### config.mk
export PLATFORM = sky130hd
export DESIGN_NAME = config_net_top
export DESIGN_NICKNAME = d
export VERILOG_FILES = /design/src/config_pkg.sv /design/src/node_pkg.sv /design/src/config_serializer.sv /design/src/config_node.sv /design/src/config_net_top.sv
export SDC_FILE = /design/constraint.sdc
export NUM_CORES = 1
export LEC_CHECK = 0
export ABC_CLOCK_PERIOD_IN_PS = 2800
export BUFFER_PORTS_ARGS = -buffer_cell sky130_fd_sc_hd__buf_2
export CAP_MARGIN = 20
export CELL_PAD_IN_SITES_DETAIL_PLACEMENT = 1
export CELL_PAD_IN_SITES_GLOBAL_PLACEMENT = 2
export CORE_MARGIN = 4
export CORE_UTILIZATION = 41
export CTS_CLUSTER_DIAMETER = 100
export DETAILED_ROUTE_END_ITERATION = 6
export PLACE_DENSITY_LB_ADDON = 0.05
export SYNTH_ARGS = -nofsm -noshare
export SYNTH_HDL_FRONTEND = slang
export SYNTH_SLANG_ARGS = --single-unit
### constraint.sdc
create_clock -name clk_dst_i -period 2.8 [get_ports clk_dst_i]
set_input_delay 0.42 -clock clk_dst_i [delete_from_list [all_inputs] [get_ports clk_dst_i]]
set_output_delay 0.42 -clock clk_dst_i [all_outputs]
set_load 0.02 [all_outputs]
### src/config_pkg.sv
package config_pkg;

   // field widths of one configuration write
   localparam int ID_BITS      = 8;
   localparam int PAYLOAD_BITS = 16;

   // a frame carries the address first and then the payload, each MSB first
   localparam int FRAME_BITS = ID_BITS + PAYLOAD_BITS;

   typedef logic [ID_BITS-1:0]      node_id_t;   // node address on the bus
   typedef logic [PAYLOAD_BITS-1:0] payload_t;   // data part of a write
   typedef logic [FRAME_BITS-1:0]   frame_t;     // address and payload as shifted

   // bit counter inside a frame, holds 0 up to FRAME_BITS-1
   typedef logic [4:0] frame_cnt_t;

   // every node accepts a write sent to this address
   localparam node_id_t BROADCAST_ID = 8'hFF;

   // one-bit serial configuration bus
   // valid is high for every cycle that carries a frame bit
   typedef struct packed {
      logic valid;  // frame bit present
      logic dat;    // serial data
   } config_s;

   // serializer states
   typedef enum logic [1:0] {
      IDLE,   // waiting for a host request
      SHIFT,  // frame bits going out on the bus
      ACK     // frame sent, holding ack until req drops
   } ser_state_e;

endpackage

### src/node_pkg.sv
package node_pkg;

   // number of configuration nodes in the chain
   localparam int NUM_NODES = 3;

   // addresses of the nodes, in chain order
   localparam config_pkg::node_id_t NODE0_ID = 8'h01;
   localparam config_pkg::node_id_t NODE1_ID = 8'h02;
   localparam config_pkg::node_id_t NODE2_ID = 8'h10;

   // width of each node's configurable register
   localparam int NODE0_BITS = 4;
   localparam int NODE1_BITS = 8;
   localparam int NODE2_BITS = 16;

   // register types of the three nodes
   typedef logic [NODE0_BITS-1:0] node0_data_t;
   typedef logic [NODE1_BITS-1:0] node1_data_t;
   typedef logic [NODE2_BITS-1:0] node2_data_t;

   // values the registers take on reset
   localparam node0_data_t NODE0_RST = 4'h5;
   localparam node1_data_t NODE1_RST = 8'hA0;
   localparam node2_data_t NODE2_RST = 16'h1234;

endpackage

### src/config_serializer.sv
`timescale 1ns/100ps

module config_serializer
   import config_pkg::*;
(
   input  logic     clk_dst_i,
   input  logic     rst_n_i,

   input  logic     host_req_i,
   input  node_id_t host_id_i,
   input  payload_t host_payload_i,
   output logic     host_ack_o,

   output config_s  bus_o
);

   ser_state_e state_r, state_n;
   frame_t     shift_r;  // MSB is the bit on the bus
   frame_cnt_t cnt_r;    // bits already sent in this frame
   logic       last_bit;

   assign last_bit = (cnt_r == frame_cnt_t'(FRAME_BITS - 1));

   always_comb begin
      state_n = state_r;
      case (state_r)
         IDLE:    if (host_req_i) state_n = SHIFT;
         SHIFT:   if (last_bit) state_n = ACK;
         ACK:     if (!host_req_i) state_n = IDLE;  // four-phase return to zero
         default: state_n = IDLE;
      endcase
   end

   always_ff @(posedge clk_dst_i) begin
      if (!rst_n_i) begin
         state_r <= IDLE;
         cnt_r   <= '0;
      end else begin
         state_r <= state_n;
         if (state_r == SHIFT)
            cnt_r <= last_bit ? '0 : cnt_r + 1'b1;
      end
   end

   // the write is sampled on the first cycle that req is seen high
   always_ff @(posedge clk_dst_i) begin
      if (state_r == IDLE && host_req_i) begin
         shift_r <= {host_id_i, host_payload_i};
      end else if (state_r == SHIFT) begin
         shift_r <= {shift_r[FRAME_BITS-2:0], 1'b0};
      end
   end

   assign host_ack_o = (state_r == ACK);

   assign bus_o.valid = (state_r == SHIFT);
   assign bus_o.dat   = shift_r[FRAME_BITS-1];

   // a frame is exactly FRAME_BITS valid cycles and the bus goes idle right after it
   a_frame_shape: assert property (
      @(posedge clk_dst_i) disable iff (!rst_n_i)
      $rose(bus_o.valid) |-> bus_o.valid [*FRAME_BITS] ##1 !bus_o.valid
   ) else $error("serializer frame is not %0d valid cycles", FRAME_BITS);

   // the host keeps address and payload steady until it sees ack
   a_host_stable: assert property (
      @(posedge clk_dst_i) disable iff (!rst_n_i)
      (host_req_i && !host_ack_o) |=>
         (!host_req_i || host_ack_o || $stable({host_id_i, host_payload_i}))
   ) else $error("host write changed while req was pending");

endmodule

### src/config_node.sv
`timescale 1ns/100ps

module config_node
   import config_pkg::*;
#(
   parameter node_id_t                 id_p        = '0,
   parameter int                       data_bits_p = 8,
   parameter logic [data_bits_p-1:0]   reset_val_p = '0
) (
   input  logic                   clk_dst_i,
   input  logic                   rst_n_i,

   input  config_s                config_i,
   output config_s                config_o,

   output logic [data_bits_p-1:0] data_o
);

   config_s    relay_r;   // bus copy handed to the next node
   frame_t     rx_r;      // bits of the frame received so far
   frame_t     frame_n;   // frame including the bit on the bus now
   frame_cnt_t cnt_r;
   logic       last_bit;
   logic       hit;
   logic [data_bits_p-1:0] data_r;

   // the relay stage adds one cycle per node along the chain
   always_ff @(posedge clk_dst_i) begin
      if (!rst_n_i) begin
         relay_r <= '0;
      end else begin
         relay_r <= config_i;
      end
   end

   assign config_o = relay_r;

   assign frame_n  = {rx_r[FRAME_BITS-2:0], config_i.dat};
   assign last_bit = config_i.valid && (cnt_r == frame_cnt_t'(FRAME_BITS - 1));

   // address sits in the top bits of a complete frame
   assign hit = (frame_n[FRAME_BITS-1 -: ID_BITS] == id_p) ||
                (frame_n[FRAME_BITS-1 -: ID_BITS] == BROADCAST_ID);

   always_ff @(posedge clk_dst_i) begin
      if (config_i.valid)
         rx_r <= frame_n;
   end

   always_ff @(posedge clk_dst_i) begin
      if (!rst_n_i) begin
         cnt_r <= '0;
      end else if (last_bit) begin
         cnt_r <= '0;  // ready for the next frame
      end else if (config_i.valid) begin
         cnt_r <= cnt_r + 1'b1;
      end
   end

   // the register loads on the same edge that takes in the final bit,
   // so data_o shows the new value in the following cycle
   always_ff @(posedge clk_dst_i) begin
      if (!rst_n_i) begin
         data_r <= reset_val_p;
      end else if (last_bit && hit) begin
         data_r <= frame_n[data_bits_p-1:0];  // low payload bits
      end
   end

   assign data_o = data_r;

   // the bus idles for at least one cycle after every frame
   a_frame_gap: assert property (
      @(posedge clk_dst_i) disable iff (!rst_n_i)
      last_bit |=> !config_i.valid
   ) else $error("node %0h saw no idle cycle after a frame", id_p);

   // once a frame has started, the bus stays valid up to its last bit
   a_frame_unbroken: assert property (
      @(posedge clk_dst_i) disable iff (!rst_n_i)
      (cnt_r != '0) |-> config_i.valid
   ) else $error("node %0h saw a frame cut short", id_p);

endmodule

### src/config_net_top.sv
`timescale 1ns/100ps

module config_net_top
   import config_pkg::*, node_pkg::*;
(
   input  logic        clk_dst_i,
   input  logic        rst_n_i,

   input  logic        host_req_i,
   input  node_id_t    host_id_i,
   input  payload_t    host_payload_i,
   output logic        host_ack_o,

   output node0_data_t node0_data_o,
   output node1_data_t node1_data_o,
   output node2_data_t node2_data_o
);

   config_s bus_0;   // serializer to node 0
   config_s bus_01;  // node 0 relay to node 1
   config_s bus_12;  // node 1 relay to node 2

   config_serializer serializer (
      .clk_dst_i      (clk_dst_i),
      .rst_n_i        (rst_n_i),
      .host_req_i     (host_req_i),
      .host_id_i      (host_id_i),
      .host_payload_i (host_payload_i),
      .host_ack_o     (host_ack_o),
      .bus_o          (bus_0)
   );

   config_node #(
      .id_p        (NODE0_ID),
      .data_bits_p (NODE0_BITS),
      .reset_val_p (NODE0_RST)
   ) node_0 (
      .clk_dst_i (clk_dst_i),
      .rst_n_i   (rst_n_i),
      .config_i  (bus_0),
      .config_o  (bus_01),
      .data_o    (node0_data_o)
   );

   config_node #(
      .id_p        (NODE1_ID),
      .data_bits_p (NODE1_BITS),
      .reset_val_p (NODE1_RST)
   ) node_1 (
      .clk_dst_i (clk_dst_i),
      .rst_n_i   (rst_n_i),
      .config_i  (bus_01),
      .config_o  (bus_12),
      .data_o    (node1_data_o)
   );

   // last node in the chain, its relay output goes nowhere
   config_node #(
      .id_p        (NODE2_ID),
      .data_bits_p (NODE2_BITS),
      .reset_val_p (NODE2_RST)
   ) node_2 (
      .clk_dst_i (clk_dst_i),
      .rst_n_i   (rst_n_i),
      .config_i  (bus_12),
      .config_o  (),
      .data_o    (node2_data_o)
   );

endmodule

==> summary.md <==
| Metric | Value |
|---|---|
| Status | `finished clean` |
| Total congestion overflow | `0` |
| Clk_lat worst skew | `410 ps` |
| Final setup TNS | `0 ps` |
| Post-Route Skew | `6.90 ps` |
| P_int | `roughly 3.7 mW` |
| Synthesized cell area | `5450 sq um` |
| FMAX | `roughly 500 MHz` |
| CTS tree | `built` |
| Initial antenna violation count | `0` |
| Site Rows | `between 40 and 50` |
| Nets | `474` |
| Ports | `56` |
| Die ar. | `15200 sq um` |
| Most common cell after layout, fill and taps aside | `edfxtp_1` |
| Net Sw Frac | `0.205` |
| Gpl congestion | `approximately 0.7` |
| Final Hold Viols | `0` |
| Pwr Density | `between 700 and 800 nW/um^2` |
| Antenna diode count | `0` |
| Count of pins over their slew limit | `0` |
| Clk root buf | `clkbuf_16` |
| Ys async rst share | `0` |
| Fin crit share | `0.725` |
| Clock slew seen by the registers of the worst setup and hold paths | `about 60 ps` |
| Resized cells post-CTS | `0` |
| First-pass GRT wire length | `around 16 mm` |
| Clk sink count | `between 100 and 150` |
| Post-DP HPWL | `5.95 mm` |
| Initial Utilization | `0.425` |
| Port Buffers | `55` |
| Routed vias | `3038` |
| Antenna viol nets, final | `0` |
| Overall die height | `approximately 120 microns` |
| Most frequent cells in the layout | `edfxtp_1, nand2_1, buf_2` |
| Crit path launch type | `flip-flop` |
| Data arrival, critical path | `2370 ps` |
| Crit-path max FO | `16` |
| VDD IR max | `between 400 and 500 uV` |
| Headroom to the max-slew limit | `0.484` |
| CTS H-tree lvls | `4` |
| Hold Startpoint | `host_payload_i[0]` |
| Worst Tran Pin Value | `773 ps` |
| Drt drc | `0` |
| Post-synth EDFFs | `between 90 and 100` |
| Wire per inst | `15.0 microns` |
| Die width | `about 120 microns` |
| Core ar. | `12800 sq um` |
| Syn Nets | `about 400` |
| Post-CTS Hold Buffers | `0` |
| RR Startpoint | `node_2.cnt_r[0]` |
| CTS Buf Count | `17` |
| Min Clock Period, post-route | `2030 ps` |
| #FFs+latches synth | `147` |
| Vias per cell | `between 4 and 5` |
| Synthesized area per cell | `14.5 sq um` |
| Critical setup path kind | `reg2reg` |
| RSZ-0062 raised after global routing | `false` |
| Synthesis Warnings | `0` |
| CP endpoint kind | `flip-flop` |
| Hold Path Class | `in2reg` |
| Drt pass-1 iters | `4` |
| Synth cell types | `37` |
| Pre-CTS setup slack | `731 ps` |
| Count of maximum capacitance violations | `0` |
| Pleak | `roughly 2.3 nW` |
| Area Overhead vs Synth | `18.5%` |
| Setup-failing EPs final | `0` |
| Final worst setup slack | `771 ps` |
| Post-CTS Repair Setup Buffers | `0` |
| Logic gate share of total power | `0.041` |
| Vias in the first global route | `3071` |
| CP required | `3140 ps` |
| Layout cells sized above 1 | `0.254` |
| GR Util All Layers | `0.135` |
| Crit path from | `node_2.cnt_r[0]` |
| Mapped Cells | `375` |
| CTS max path bufs | `2` |
| Post-synth top area cell | `edfxtp_1` |
| Initial DRC Count | `175` |
| Net switching power | `951 uW` |
| Clk pwr share | `0.427` |
| Ranking of synthesized cells by area | `edfxtp_1, dfxtp_1, mux2i_1` |
| Sequential area share after synthesis | `0.710` |
| Post-synth top area share | `0.512` |
| Total wire length | `9.40 mm` |
| Most used flip-flop cell after synthesis | `edfxtp_1` |
| Largest net degree at the start of global routing | `76` |
| Flop pwr share | `0.533` |
-- worst paths after layout --
check	to	slack (ps)	depth (start not counted)
setup / recovery	node_2.data_o[6]	770	5
hold / removal	serializer.shift_r[0]	290	2
setup reg to reg	node_2.data_o[6]	770	5
hold reg to reg	node_0.rx_r[7]	420	0
-- logic make-up after synthesis --
logic type	Yosys count	share of synthesized area
simple gates	131	0.126
xor+xnor	10	0.0161
fa+ha+maj	4	0.00918
mux	54	0.104
buf+inv	15	0.0119
compound gates	14	0.0218
flops	147	0.710
-- cell usage after synthesis (all sizes together) (2+ instances only) --
library cell and n:
nand2 55, xnor2 7, or2 4, and2 9, clkbuf 9, nor3b 4, inv 3, edfxtp 93
nor4b 3, mux2i 31, a21oi 5, ha 4, nand4 12, mux2 23, dfxtp 54, a21boi 4
nor2 9, buf 3, nor2b 24, xor2 3, nand3 3, o21ai 2, or3 2, nor4 3
-- final cells by class --
type | count | area, sq um
Clock inverter | 5 | 27.5
Clock buffer | 27 | 483
Fill cell | 1322 | 6360
Multi-Input combinational cell | 213 | 1520
Sequential cell | 147 | 3870
Tap cell | 172 | 215
Timing Repair Buffer | 61 | 333
Inverter | 3 | 11.3
-- worst max-delay path, cell delays in order, from the launching register on --
cell and delay, ps:
dfxtp_1 360, ha_1 180, nand3_1 110, or3b_1 430
a21oi_4 600, mux2i_1 270
-- per-layer routing --
metal	part of all wire	global-route usage	vias to the layer above	routed length [microns]
li1	-	-	1479	-
met3	0.048	0.0512	13	452
met4	0.016	0.0561	0	153
met2	0.44	0.193	56	4160
met5	0	0	-	0
met1	0.49	0.185	1490	4620
-- flip-flops by register name, indices dropped and copies added, names as in the netlist, 4 cells and up --
signal / cells
serializer.cnt_r: 5
node_1.data_o: 8
node_2.data_o: 16
node_1.cnt_r: 5
serializer.shift_r: 24
node_0.cnt_r: 5
node_2.cnt_r: 5
node_1.rx_r: 23
node_0.data_o: 4
node_2.rx_r: 23
node_0.rx_r: 23
-- power groups by stage --
| stage | registers [mW] | logic (mW) | clock network, mW |
|---|---|---|---|
| final | 2.47 | 0.190 | 1.98 |
| after CTS | 2.47 | 0.196 | 2.04 |
| after global routing | 2.48 | 0.214 | 2.15 |
| after detailed placement | 2.52 | 0.195 | 0 |
| after global placement | 2.51 | 0.190 | 0 |
| after floorplan | 2.51 | 0.127 | 0 |
-- metrics by stage --
stage	cells	hold WS (ps)	power, mW	instance area [sq um]	util
finish	628	292	4.64	6460	0.504
global route	628	284	4.85	6460	0.504
global placement	596	401	2.70	5950	0.464
CTS	628	265	4.71	6460	0.504
floorplan	375	400	2.63	5450	-
detailed placement	596	406	2.71	5950	0.464
Power figures use the tool's default switching activity.
